--- config.mk ---
export PLATFORM = sky130hd
export DESIGN_NAME = cps_timing
export DESIGN_NICKNAME = d
export VERILOG_FILES = /design/src/hw/cps_video_pkg.sv /design/src/hw/cps_timing.sv
export SDC_FILE = /design/constraint.sdc
export NUM_CORES = 1
export LEC_CHECK = 0
export BUFFER_PORTS_ARGS = -buffer_cell sky130_fd_sc_hd__clkbuf_2
export CORE_MARGIN = 10
export CORE_UTILIZATION = 33
export DETAILED_ROUTE_END_ITERATION = 10
export GPL_ROUTABILITY_DRIVEN = 0
export PLACE_DENSITY = 0.55
export REMOVE_ABC_BUFFERS = 1
export SETUP_SLACK_MARGIN = 0.15
export SYNTH_ARGS = -nofsm -noshare
export SYNTH_HDL_FRONTEND = slang
export SYNTH_SLANG_ARGS = --single-unit
--- constraint.sdc ---
create_clock -name clk -period 6.9 [get_ports clk]
set_clock_uncertainty 0.05 [all_clocks]
set_input_delay 1.035 -clock clk [delete_from_list [all_inputs] [get_ports clk]]
set_output_delay 1.035 -clock clk [all_outputs]
set_load 0.02 [all_outputs]
--- src/hw/cps_video_pkg.sv ---
// Screen side definitions: video timing, layer configuration, pixel and colour types

package cps_video_pkg;

    // Counters and strobes from the timing generator
    typedef struct packed {
        logic [8:0] hdump;
        logic [8:0] vdump;
        logic [8:0] vrender;     // line being fetched
        logic       hb;
        logic       vb;
        logic       hs;
        logic       vs;
        logic       line_start;
    } video_timing_t;

    // Scroll layer setup as held by the register block
    typedef struct packed {
        logic [8:0]  hpos;
        logic [8:0]  vpos;
        logic [15:0] vram_base;  // word address of the 64x64 map
        logic [7:0]  backdrop;
        logic        enable;
    } layer_cfg_t;

    // Colour 0 is transparent
    typedef struct packed {
        logic [3:0] group;
        logic [3:0] color;
    } layer_pxl_t;

    typedef struct packed {
        logic [7:0] red;
        logic [7:0] green;
        logic [7:0] blue;
    } rgb_t;

endpackage

--- src/hw/cps_timing.sv ---
// Video timing generator: pixel and line counters with blanking, sync and line start

module cps_timing #(
    parameter int H_TOTAL  = 512,
    parameter int H_ACTIVE = 384,
    parameter int V_TOTAL  = 262,
    parameter int V_ACTIVE = 224
) (
    input  logic                          clk,
    input  logic                          rst_n,
    input  logic                          pxl_cen,
    output cps_video_pkg::video_timing_t  vt
);

    logic [8:0] h_nxt;
    logic [8:0] v_nxt;

    // Next counter values, vdump steps on the horizontal wrap
    always_comb begin
        h_nxt = vt.hdump + 9'd1;
        v_nxt = vt.vdump;
        if (vt.hdump == 9'(H_TOTAL - 1)) begin
            h_nxt = 9'd0;
            if (vt.vdump == 9'(V_TOTAL - 1)) begin
                v_nxt = 9'd0;
            end else begin
                v_nxt = vt.vdump + 9'd1;
            end
        end
    end

    // All strobes are decoded from the next count so they line up with it
    always_ff @(posedge clk or negedge rst_n) begin
        if (!rst_n) begin
            // Counters at zero sit inside the active area
            vt         <= '0;
            vt.vrender <= 9'd1;
        end else if (pxl_cen) begin
            vt.hdump      <= h_nxt;
            vt.vdump      <= v_nxt;
            vt.hb         <= h_nxt >= 9'(H_ACTIVE);
            vt.vb         <= v_nxt >= 9'(V_ACTIVE);
            vt.hs         <= h_nxt >= 9'(H_ACTIVE + 8) && h_nxt <= 9'(H_ACTIVE + 15);
            vt.vs         <= v_nxt == 9'(V_ACTIVE + 2) || v_nxt == 9'(V_ACTIVE + 3);
            vt.line_start <= h_nxt == 9'd0;
            // Fetch runs one line ahead of the display
            if (v_nxt == 9'(V_TOTAL - 1)) begin
                vt.vrender <= 9'd0;
            end else begin
                vt.vrender <= v_nxt + 9'd1;
            end
        end
    end

endmodule

# ---- After elaboration in Yosys (flattened, before gate mapping)
# Cells that the tools add are included.
dict set report totals {
  ff_bits 32
  in_bits 3
  out_inout_bits 32
}
dict set report classes {
  n_addsub 3
  n_lt_le_gt_ge 4
  eq_ne 5
  muxes 4
  reduce_logical 3
}
# op count
set op_table {}
lappend op_table {{two-way mux 9 bit} 4}
lappend op_table {{adder 9 x 1 -> 9 bit (second input constant)} 3}
lappend op_table {{equality test 9 bit (second input constant)} 3}
lappend op_table {{equality test 9 x 8 -> 1 bit (second input constant)} 2}
lappend op_table {{greater-or-equal comparator 9 bit (second input constant)} 2}
lappend op_table {{greater-or-equal comparator 9 x 8 -> 1 bit (second input constant)} 1}
lappend op_table {{less-or-equal comparator 9 bit (second input constant)} 1}
lappend op_table {{zero test 9 bit} 1}
lappend op_table {{logical AND 1 bit} 1}
lappend op_table {{logical OR 1 bit} 1}

# ---- Logic depth before layout (Yosys ltp)
dict set report logic_depth {
  ltp_word 5
  ltp_mapped 15
}

# ---- Worst setup path before layout
# Ideal clock, no wire load.
dict set report synth_timing {
  kind {register to register}
  from {reg vt[24] in the netlist's numbering}
  to {reg vt[9] in the netlist's numbering}
  t_arrival_ns 3.099
  t_required_ns 6.711
  setup_slack_ns 3.612
  stages_incl_launch_ff 16
  n_path_buf 1
  synth_period_minus_slack_ns 3.288
  cell_sequence {dfrtp_1 ha_1 and3_1 and3_1 and3_1 ha_1 buf_2 nand2_1 nor4_4 a211oi_1 inv_1 ha_1 and3_1 o211ai_2 o21ai_2 o32ai_1}
}
dict set report synth_between {
  elab_chain_cells 4
  word_cells_on_any_way 5
}
# element line
set synth_lines {}
lappend synth_lines {{from (decl)} cps_timing.sv:12} ;# output cps_video_pkg::video_timing_t vt
lappend synth_lines {{equality test 9 bit *} cps_timing.sv:22} ;# if (vt.hdump == 9'(H_TOTAL - 1)) begin
lappend synth_lines {{two-way mux 9 bit *} cps_timing.sv:22}
lappend synth_lines {{net v_nxt[1]} cps_timing.sv:16} ;# logic [8:0] v_nxt;
lappend synth_lines {{adder 9 x 1 -> 9 bit or equality test 9 bit (tied branches)} {cps_timing.sv:50, cps_timing.sv:47}}
lappend synth_lines {{two-way mux 9 bit *} cps_timing.sv:47} ;# if (v_nxt == 9'(V_TOTAL - 1)) begin
# Mark *: on every way through the listed nets, which the timed path passes. The rest lies on a longest branch.
# A chain may end at the register's enable or synchronous reset.

# ---- Worst setup path after layout
dict set report layout_timing {
  from {reg vt[23] in the netlist's numbering}
  to {reg vt[9] in the netlist's numbering}
}
# The elaborated chain is that of the path after synthesis.

==> results.json <==
{
  "run_status": "completed",
  "layout.nets": 253,
  "antenna_found_initial": 0,
  "first_pass_iters": 4,
  "clk_pin_slew_ns": 0.07,
  "cp_num_buf_inv": 1,
  "vias": 1694,
  "cts_tree": "done",
  "slew_violations": 0,
  "p_clk_frac": 0.320,
  "routed_via_density": 5.33,
  "power.density_nw_per_um2": 239,
  "tightest_slew_ns": 0.802,
  "internal-power_mw": 0.366,
  "largest_reg_flops": 32,
  "clockBufferDepth": 2,
  "hold_depth": 2,
  "worstSetupEndpointType": "flip-flop",
  "syn_area_per_cell_um2": 9.58,
  "drc": 0,
  "cp_common_cell": "and3_1",
  "fmax_ghz": 0.250,
  "diodes": 0,
  "crit_fanout": 21,
  "rsz0062_at_grt": "no",
  "cp.arrival_ns": 4.10,
  "fillerInstances": 604,
  "initial_core_util": 0.343,
  "numPortBuffers": 34,
  "yosysSeqAreaShare": 0.393,
  "design_area_um2": 2330,
  "grt_pass1_vias": 1646,
  "async_flop_share": 1.00,
  "cts_inserted_buffers": 5,
  "synth.ff_latch_count": 32,
  "p_leak_nw": 1.05,
  "wire_per_inst_um": 15.9,
  "hold_viol_final": 0,
  "crit_path_start_kind": "flip-flop",
  "post-route-min-period_ns": 4.01,
  "synth_cell_type_count": 57,
  "cts_root_buf": "clkbuf_8",
  "grt_max_degree": 33,
  "ys.flop_type": "dfrtp_1",
  "drive_gt1_frac": 0.235,
  "largest_registers": "vt: 32 flops",
  "ios": 35,
  "die_w_um": 98.6,
  "detailed_place_hpwl_mm": 3.60,
  "grt_pass1_wl_mm": 8.57,
  "hold_path.startpoint": "vt[2]",
  "switching_power_mw": 0.192,
  "worst-path-stages": 14,
  "slowest_stage": "ha_1",
  "core.rowCount": 28,
  "critPathTopFamily": "simple AND/OR/NAND/NOR gates",
  "post_cts_buffers": 0,
  "setup_viol": 0,
  "crit_path_start": "vt[23]",
  "insertion_delay_ns": 0.28,
  "syn_area_um2": 2040,
  "peakVddDrop_mv": 0.0995,
  "cpPeakStageDelay_ns": 0.59,
  "placed_area_um2": 2230,
  "routed_wl_mm": 5.06,
  "ctsHtreeMaxLevel": 2,
  "top_register": "vt",
  "coreArea_um2": 5960,
  "r2r_cells": 14,
  "swShare": 0.345,
  "grt_util_all_layers": 0.105,
  "cts_resized": 0,
  "die-area_um2": 9730,
  "worstSetupPathType": "reg2reg",
  "rr_startpoint": "vt[23]",
  "cp.required_ns": 6.99,
  "ys_warn_count": 0,
  "cts.sinks": 32,
  "cts_hold_buf": 0,
  "synth_edf_count": 0,
  "ant_nets": 0,
  "fin_crit_sh": 0.581,
  "die_h_um": 98.6,
  "setup_tns_ns": 0,
  "power_frac_seq": 0.441,
  "hold_path_class": "reg2reg",
  "area_delta_synth_final_pct": 14.3,
  "drtIter0Drc": 113,
  "gr-total-overflow": 0,
  "drv_cap": 0,
  "synthesis.instances": 213,
  "slew_headroom": 0.465,
  "crit_chain": "ha_1 > and3_1 > and3_1 > and3_1 > ha_1 > nand2_1 > nor4_4 > a211oi_1 > inv_1 > ha_1 > and3_1 > o211ai_2 > o21ai_2 > o32ai_1",
  "p_comb_frac": 0.239
}
[path summary, 6_finish.rpt]
kind                       endpoint  slack [ns]
min reg2reg                   vt[2]        0.43
max in group asynchronous    vt[14]        5.52
min                           vt[2]        0.43
max                           vt[9]        2.89
max reg2reg                   vt[9]        2.89
min in group asynchronous    vt[24]        0.78
[through the flow]
step           setup WS [ns]  hold slack [ns]  total power, mW   util  instances
6_report                2.89            0.431            0.558  0.392        318
5_1_grt                 2.49            0.464            0.590  0.392        318
4_1_cts                 2.90            0.441            0.566  0.392        318
3_5_place_dp            2.95            0.424            0.384  0.374        310
3_3_place_gp            3.01            0.418            0.386  0.374        310
2_1_floorplan           3.41            0.468            0.330      -        201
[cell type report]
cell class	count	area (µm²)	area share
repair buffers	34	170	0.0729
well taps	75	93.8	0.0402
flip-flops and latches	32	802	0.344
clock buffers	6	72.6	0.0311
clock inverters	2	35.0	0.0150
inverters	11	41.3	0.0177
multi-input cells	158	1120	0.479
[power by group through the flow]
stage	Combinational, mW	Sequential, mW	Clock (mW)
3_3_place_gp	0.137	0.249	0
2_1_floorplan	0.0598	0.270	0
3_5_place_dp	0.135	0.250	0
6_report	0.133	0.246	0.179
4_1_cts	0.136	0.246	0.184
5_1_grt	0.148	0.250	0.192
[cells by family (layout without fill, tap and decap cells)]
family | count (synthesis) | in the layout | synth area share
flip-flops | 32 | 32 | 0.393
buffers and inverters | 23 | 53 | 0.0589
AND/OR/NAND/NOR | 76 | 76 | 0.207
adder cells (fa/ha/maj) | 8 | 8 | 0.0491
multiplexers | 4 | 4 | 0.0215
XOR/XNOR | 19 | 19 | 0.0815
AO/OA/AOI/OAI | 51 | 51 | 0.189
[synthesized netlist by cell type, types with 3 or more instances]
library cell / n / share of area
dfrtp_1: 31 / 0.38
nand2_1: 19 / 0.035
nor2_1: 16 / 0.029
o21ai_0: 14 / 0.034
inv_1: 11 / 0.020
xor2_1: 11 / 0.047
ha_1: 8 / 0.049
xnor2_1: 8 / 0.034
o2bb2ai_1: 7 / 0.030
and3_1: 6 / 0.018
nand3_1: 6 / 0.015
a21oi_1: 5 / 0.012
nand4_1: 5 / 0.015
buf_4: 4 / 0.015
a31oi_1: 3 / 0.0092
buf_2: 3 / 0.0074
clkbuf_1: 3 / 0.0055
mux2_2: 3 / 0.017
nand2b_1: 3 / 0.0092
nor4_1: 3 / 0.0092
o32ai_1: 3 / 0.013
[per-layer routing]
metal	part of all wire	routed length [µm]	GRT usage
met2	0.46	2350	0.160
met3	0.051	260	0.0237
met1	0.47	2360	0.138
met4	0.017	88	0.0463
met5	0	0	0
[placed cells by master (no fill, tap or decap), types with 2 or more instances in the layout]
cell and instances:
clkbuf_8 5, or3_1 2, and3_1 6, nor3_1 2, xnor2_1 8, ha_1 8, nand2_1 19, a21o_1 2
o32ai_1 3, nand2b_1 3, inv_1 11, o2bb2ai_1 7, xor2_1 11, nor4_1 3, a31oi_1 3, nand3_1 6
clkbuf_2 34, o31ai_1 2, nand4_1 5, dfrtp_1 31, nor2_1 16, o21ai_0 14, a21oi_1 5, mux2_2 3
[worst reg2reg max path, cell delays in order (launching register included)]
cell and delay, ns:
dfrtp_1 0.45, ha_1 0.24, and3_1 0.26, and3_1 0.21
and3_1 0.16, ha_1 0.59, nand2_1 0.29, nor4_4 0.46
a211oi_1 0.15, inv_1 0.10, ha_1 0.14, and3_1 0.16
o211ai_2 0.11, o21ai_2 0.35, o32ai_1 0.16
Power figures use the tool's default switching activity.
