===== config.mk =====
export PLATFORM = sky130hd
export DESIGN_NAME = cps_mmr
export DESIGN_NICKNAME = d
export VERILOG_FILES = /design/src/hw/cps_cpu_pkg.sv /design/src/hw/cps_video_pkg.sv /design/src/hw/cps_mmr.sv
export SDC_FILE = /design/constraint.sdc
export NUM_CORES = 1
export LEC_CHECK = 0
export ABC_CLOCK_PERIOD_IN_PS = 2490
export BUFFER_PORTS_ARGS = -buffer_cell sky130_fd_sc_hd__buf_2
export CAP_MARGIN = 20
export CORE_ASPECT_RATIO = 2
export CORE_MARGIN = 4
export CORE_UTILIZATION = 56
export CTS_CLUSTER_SIZE = 10
export DETAILED_ROUTE_END_ITERATION = 10
export PLACE_DENSITY = 0.93
export SLEW_MARGIN = 30
export SYNTH_ARGS = -nofsm -noshare
export SYNTH_HDL_FRONTEND = slang
export SYNTH_SLANG_ARGS = --single-unit

===== constraint.sdc =====
create_clock -name clk -period 2.49 [get_ports clk]
set_input_delay 0.498 -clock clk [delete_from_list [all_inputs] [get_ports clk]]
set_output_delay 0.498 -clock clk [all_outputs]
set_load 0.02 [all_outputs]

===== src/hw/cps_cpu_pkg.sv =====
// CPU side definitions for the video subsystem: bus access, register map, palette writes

package cps_cpu_pkg;

    // One CPU bus access, byte selects are active low
    typedef struct packed {
        logic        cs;
        logic        rnw;
        logic [4:0]  addr;
        logic [1:0]  dsn;
        logic [15:0] wdata;
    } cpu_bus_t;

    // Word addresses of the register block
    typedef enum logic [4:0] {
        reg_hpos      = 5'd0,
        reg_vpos      = 5'd1,
        reg_vram_base = 5'd2,
        reg_backdrop  = 5'd3,
        reg_ctrl      = 5'd4,
        reg_pal_addr  = 5'd5,
        reg_pal_data  = 5'd6
    } mmr_reg_e;

    // Palette RAM write, data bits 11:0 hold RGB444
    typedef struct packed {
        logic        we;
        logic [7:0]  addr;
        logic [15:0] data;
    } pal_wr_t;

endpackage


===== src/hw/cps_video_pkg.sv =====
// Screen side definitions: video timing, layer configuration, pixel and colour types

package cps_video_pkg;

    // Counters and strobes from the timing generator
    typedef struct packed {
        logic [8:0] hdump;
        logic [8:0] vdump;
        logic [8:0] vrender;     // line being fetched
        logic       hb;
        logic       vb;
        logic       hs;
        logic       vs;
        logic       line_start;
    } video_timing_t;

    // Scroll layer setup as held by the register block
    typedef struct packed {
        logic [8:0]  hpos;
        logic [8:0]  vpos;
        logic [15:0] vram_base;  // word address of the 64x64 map
        logic [7:0]  backdrop;
        logic        enable;
    } layer_cfg_t;

    // Colour 0 is transparent
    typedef struct packed {
        logic [3:0] group;
        logic [3:0] color;
    } layer_pxl_t;

    typedef struct packed {
        logic [7:0] red;
        logic [7:0] green;
        logic [7:0] blue;
    } rgb_t;

endpackage


===== src/hw/cps_mmr.sv =====
// CPU register block: layer setup, readback and auto-incrementing palette window

module cps_mmr (
    input  logic                       clk,
    input  logic                       rst_n,
    input  cps_cpu_pkg::cpu_bus_t      cpu,
    output logic [15:0]                mmr_dout,
    output cps_video_pkg::layer_cfg_t  cfg,
    output cps_cpu_pkg::pal_wr_t       pal_wr
);
    import cps_cpu_pkg::*;

    mmr_reg_e    reg_sel;
    logic        wr_en;
    logic [15:0] hpos_r;
    logic [15:0] vpos_r;
    logic [15:0] base_r;
    logic [15:0] back_r;
    logic [15:0] ctrl_r;
    logic [15:0] pal_addr_r;

    // Byte lane merge, dsn[1] selects the upper byte
    function automatic logic [15:0] lane_wr(input logic [15:0] cur, input logic [15:0] din,
                                            input logic [1:0] dsn);
        logic [15:0] res;
        res = cur;
        if (!dsn[1]) res[15:8] = din[15:8];
        if (!dsn[0]) res[7:0]  = din[7:0];
        return res;
    endfunction

    assign reg_sel = mmr_reg_e'(cpu.addr);
    assign wr_en   = cpu.cs && !cpu.rnw;

    always_ff @(posedge clk or negedge rst_n) begin
        if (!rst_n) begin
            hpos_r     <= '0;
            vpos_r     <= '0;
            base_r     <= '0;
            back_r     <= '0;
            ctrl_r     <= '0;
            pal_addr_r <= '0;
            pal_wr     <= '0;
        end else begin
            pal_wr.we <= 1'b0;
            if (wr_en) begin
                case (reg_sel)
                    reg_hpos:      hpos_r     <= lane_wr(hpos_r, cpu.wdata, cpu.dsn);
                    reg_vpos:      vpos_r     <= lane_wr(vpos_r, cpu.wdata, cpu.dsn);
                    reg_vram_base: base_r     <= lane_wr(base_r, cpu.wdata, cpu.dsn);
                    reg_backdrop:  back_r     <= lane_wr(back_r, cpu.wdata, cpu.dsn);
                    reg_ctrl:      ctrl_r     <= lane_wr(ctrl_r, cpu.wdata, cpu.dsn);
                    reg_pal_addr:  pal_addr_r <= lane_wr(pal_addr_r, cpu.wdata, cpu.dsn);
                    reg_pal_data: begin
                        // Palette window, address steps after every data write
                        pal_wr.we   <= 1'b1;
                        pal_wr.addr <= pal_addr_r[7:0];
                        pal_wr.data <= cpu.wdata;
                        pal_addr_r  <= pal_addr_r + 16'd1;
                    end
                    default: ;
                endcase
            end
        end
    end

    // Readback, the palette data window reads as zero
    always_comb begin
        case (reg_sel)
            reg_hpos:      mmr_dout = hpos_r;
            reg_vpos:      mmr_dout = vpos_r;
            reg_vram_base: mmr_dout = base_r;
            reg_backdrop:  mmr_dout = back_r;
            reg_ctrl:      mmr_dout = ctrl_r;
            reg_pal_addr:  mmr_dout = pal_addr_r;
            default:       mmr_dout = 16'd0;
        endcase
    end

    assign cfg.hpos      = hpos_r[8:0];
    assign cfg.vpos      = vpos_r[8:0];
    assign cfg.vram_base = base_r;
    assign cfg.backdrop  = back_r[7:0];
    assign cfg.enable    = ctrl_r[0];

endmodule


==> Yosys cells after proc, flatten, opt, wreduce, memory -nomap -nowiden <==
Cells that the tools add are included.
{ "word_totals": {"ram_bits": 0, "latchBits": 0, "in_bits": 27, "elab_cells": 49, "regBits": 121, "memories": 0, "romBits": 0} }
{ "classes": {"add_sub_neg": 1, "n_lt_le_gt_ge": 0, "shifts": 0, "reduce_logical": 17, "n_mul": 0, "bitwise_logic": 2, "mux": 6, "div": 0, "eq_ne": 8} }
{ "ops": {"columns": ["op", "count"], "rows": [
  ["one-hot mux 16 bit (6 select lines)", 1],
  ["2-to-1 mux 25 bit", 2],
  ["AND reduction 3 bit", 12],
  ["one-hot mux 16 bit (2 select lines)", 1],
  ["adder 16 x 1 -> 16 bit (second input constant)", 1],
  ["2-to-1 mux 8 bit", 2],
  ["== test 5 x 3 -> 1 bit (second input constant)", 3],
  ["== test 5 x 2 -> 1 bit (second input constant)", 2],
  ["== test 5 x 1 -> 1 bit (second input constant)", 1],
  ["logical NOT 5 bit", 1],
  ["inequality test 2 bit (second input constant)", 2],
  ["inverter 1 bit", 2],
  ["AND reduction 2 bit", 1],
  ["nonzero test 2 bit", 1],
  ["logical AND 1 bit", 1],
  ["logical NOT 1 bit", 1]
]} }

==> Depth between registers and ports, before layout <==
{ "depth": {"depth_word": 3, "mapped_depth": 7, "mapped_depth_nobuf": 5} }

==> Least setup slack after synthesis <==
No wires, ideal clock.
{ "synth_timing": {"path_kind": "input port to output port", "startpoint": "input port cpu[21] (netlist name)", "endpoint": "output port mmr_dout[10]", "path_slack_ns": 0.108, "arrival_ns": 1.884, "n_path_buf": 2, "required_time_ns": 1.992, "cell_stages": 6, "cell_sequence": "or3b_4 buf_6 nor3_4 buf_2 a22oi_1 nand3_1"} }
{ "synth_between": {"elab_chain_cells": 2, "elab_cells_between_ends": 7, "cone_classes": "5 x eq/ne; 1 x mux; 1 x reduce/logical"} }
{ "synth_lines": {"columns": ["item", "line", "text"], "rows": [
  ["from (decl)", "cps_mmr.sv:6", "input cps_cpu_pkg::cpu_bus_t cpu,"],
  ["== test 5 x 3 -> 1 bit (tied with other cells)", "cps_mmr.sv:69", "case (reg_sel)"],
  ["one-hot mux 16 bit (6 select lines) *", "cps_mmr.sv:69", null],
  ["to (decl)", "cps_mmr.sv:7", "output logic [15:0] mmr_dout,"]
]} }
Mark *: on every way between the ends. The rest lies on a longest branch, timed or not.

==> Worst setup path after layout <==
{ "layout_timing": {"startpoint": "input port cpu[21] (netlist name)", "endpoint": "output port mmr_dout[14]"} }
Same word-level chain as after synthesis.

==> run_results.csv <==
group,metric,value,unit
run_status,status,"completed",
sta,hold_viol,0,
sta,period_share,95.0,%
synthesis,synthTopCellsByArea,"dfrtp_1 52%, mux2_2 20%, a22oi_1 6.2%",
die,die_w,80.2,um
cells_and_area,num_antenna_cells,0,
global_route,antenna_found_initial,0,
synthesis,ys_types,43,
synthesis,synth_warnings,0,
drt,wirelength,16900,um
critical_path,crit_path_start,"cpu[21]",
synthesis,synth_seq_area_share,51.8,%
global_route,grt_pass1_vias,4912,
sta,worstMarginPinSlew,0.538,ns
clock_tree,cts_tree,"built",
global_route,grt_usage,28.6,%
critical_path,cp_data_arrival_time,1.87,ns
sta,slew_headroom,64.0,%
sta,timing.hold.ws,0.432,ns
sta,fin_skew,0.00942,ns
synthesis,synth_top_area_share,51.8,%
die,core-area,10100,um2
cells_and_area,fin_cells,721,
placement,port_buffers,110,
critical_path,cp-end-kind,"output port",
global_route,grt_util_met2,50.9,%
critical_path,worst_ep_required_time,1.99,ns
global_route,busiest_layer,"met2",
placement,place_inst,688,
clock_tree,clock-sinks,121,
drt,avgRoutedWirePerCell,23.5,um
job,maxCapViolations,0,
synthesis,yosysTopAreaCell,"dfrtp_1",
die,io_pins,111,
cells_and_area,final_common_cell,"dfrtp_1",
die,start_util,57.6,%
clock_tree,clockBufferDepth,2,
die,rows,52,
cells_and_area,layout-drive-gt1-share,48.3,%
drt,firstDrtPassIters,7,
critical_path,start_kind,"primary input",
cells_and_area,nFillCells,710,
sta,clock.fmax,423,MHz
cells_and_area,most-common-layout-cells,"121 x dfrtp_1, 109 x buf_2, 102 x mux2_2",
cells_and_area,final_net_count,601,
sta,rsz0062_at_grt,"false",
placement,routabilityCongestion,0.944,
synthesis,syn_nets,500,
power,p_per_area,817,nW/um2
synthesis,netlist_instances,472,
power,power,5.87,mW
sta,maxSlewViolCount,0,
sta,setup_slack,0.125,ns
sta,layout_min_cycle_time,2.36,ns
global_route,grt_overflow,0,
placement,place_hpwl,11800,um
clock_tree,clkLatencyLatePin,0.42,ns
synthesis,synth_area,5850,um2
placement,dp_slack,0.0635,ns
critical_path,reg2reg_from,"pal_addr_r[0]",
min_path,hold_start,"cpu[2]",
drt,ant_nets,0,
min_path,worstHoldPathType,"primary input to register",
drt,drtIter0Drc,318,
drt,viasPerCell,6.41,
clock_tree,htree_levels,4,
die,die_h,152,um
drt,num_vias,4625,
synthesis,avgSynthCellArea,12.4,um2
power,worst_ir_drop_vdd,0.701,mV
global_route,grt_max_degree,56,
global_route,grt_first_pass_wirelength,26300,um
cells_and_area,area_growth,22.9,%
global_route,use_met3,6.80,%
die,dieArea,12200,um2
clock_tree,cts_root_buffer,"clkbuf_16",
clock_tree,clkTransAtPathRegs,0.06,ns
sta,tns,0,ns
synthesis,ys_ff_latch,121,
drt,drcViolationCount,0,
critical_path,cp_max_fo,17,
clock_tree,numCtsBuffers,17,
sta,setup_violations,0,
global_route,gr-usage-met1,29.1,%
critical_path,path_class,"primary input to output port",
power,leakage,3.64,nW
[final cells by class]
class,count,area [um2],share of cell area (%)
Clock inverter,11,194,2.70
Sequential cell,121,3030,42.1
Tap cell,135,169,2.35
Timing Repair Buffer,133,828,11.5
Clock buffer,21,460,6.41
Inverter,3,11.3,0.157
Multi-Input combinational cell,297,2490,34.7
[layer usage]
layer  routed length (um)  share of wire (%)  up-vias
met5                    0                  0        -
met4                  939                5.5        0
met3                 1050                6.2       67
met2                 9400                 56      267
met1                 5550                 33     2325
li1                     -                  -     1966
[registers in the layout (all words and copies together) (netlist names)]
signal and cells:
back_r 16, pal_wr 25, vpos_r 16, base_r 16, ctrl_r 16, pal_addr_r 16
hpos_r 16
[worst paths after layout]
kind	to	slack [ns]	cells after the start
max	mmr_dout[14]	0.13	7
min	back_r[2]	0.43	2
max reg2reg	pal_addr_r[6]	0.61	5
min reg2reg	pal_wr[23]	0.49	1
max in group asynchronous	vpos_r[12]	1.34	3
min in group asynchronous	pal_addr_r[10]	0.54	2
[Yosys cell counts]
cell type,instances
nor3_1,2
o22a_1,4
o22ai_1,6
and3_1,5
o211ai_1,2
nand2_1,6
nor2b_1,2
nand2_2,7
a2bb2oi_1,9
dfrtp_1,121
a21oi_4,1
buf_2,12
a21oi_1,11
and4_1,5
inv_1,3
nor2_4,1
clkbuf_1,9
buf_4,27
nand3_1,29
buf_6,1
or3_1,3
a31oi_1,4
mux2_2,102
nor3b_1,1
nand2b_1,3
and2_1,3
a22o_1,1
a32oi_1,1
nor2_2,3
o21ai_0,6
nor2_1,4
a211oi_1,6
clkbuf_2,1
ha_1,1
nand4_1,9
or3b_4,1
o31ai_1,2
nand2_4,2
nor3b_2,1
nor3_4,2
a22oi_1,48
buf_1,1
mux2_1,4
[per-stage QoR]
stage | util, % | area (um2)
global route | 70.8 | 7190
floorplan | - | 5850
global placement | 64.2 | 6520
detailed placement | 64.2 | 6520
CTS | 70.7 | 7180
finish | 70.8 | 7190
[worst max-delay path: stages]
cell and delay, ns:
buf_2 0.12, or3_4 0.44, nor3_4 0.18, buf_12 0.20, a22oi_1 0.11, nand3_1 0.13, buf_2 0.18
[cells by family (layout without fill, tap and decap cells)]
group	after synthesis	after routing	share of synthesized area [%]
AOI/OAI and AO/OA	101	101	12.5
adders and majority gates	1	1	0.214
buffers and inverters	54	168	5.61
DFF	121	121	51.8
muxes	106	106	20.4
and+or+nand+nor	89	89	9.46
[power breakdown]
group          switching (mW)  leakage, nW  internal, mW
sequential              0.243         1.62          2.19
combinational           0.428         1.70         0.310
clock                   0.876        0.317          1.83
total                    1.55         3.64          4.32
[timing repair]
item / in CTS / in global routing
resized for setup: 0 / 1
hold buffers: 1 / 0
hold endpoints to repair: 21 / 0
endpoints found under the setup margin: 0 / 2
buffers inserted: 0 / 0
(Power assumes the default switching activity.)
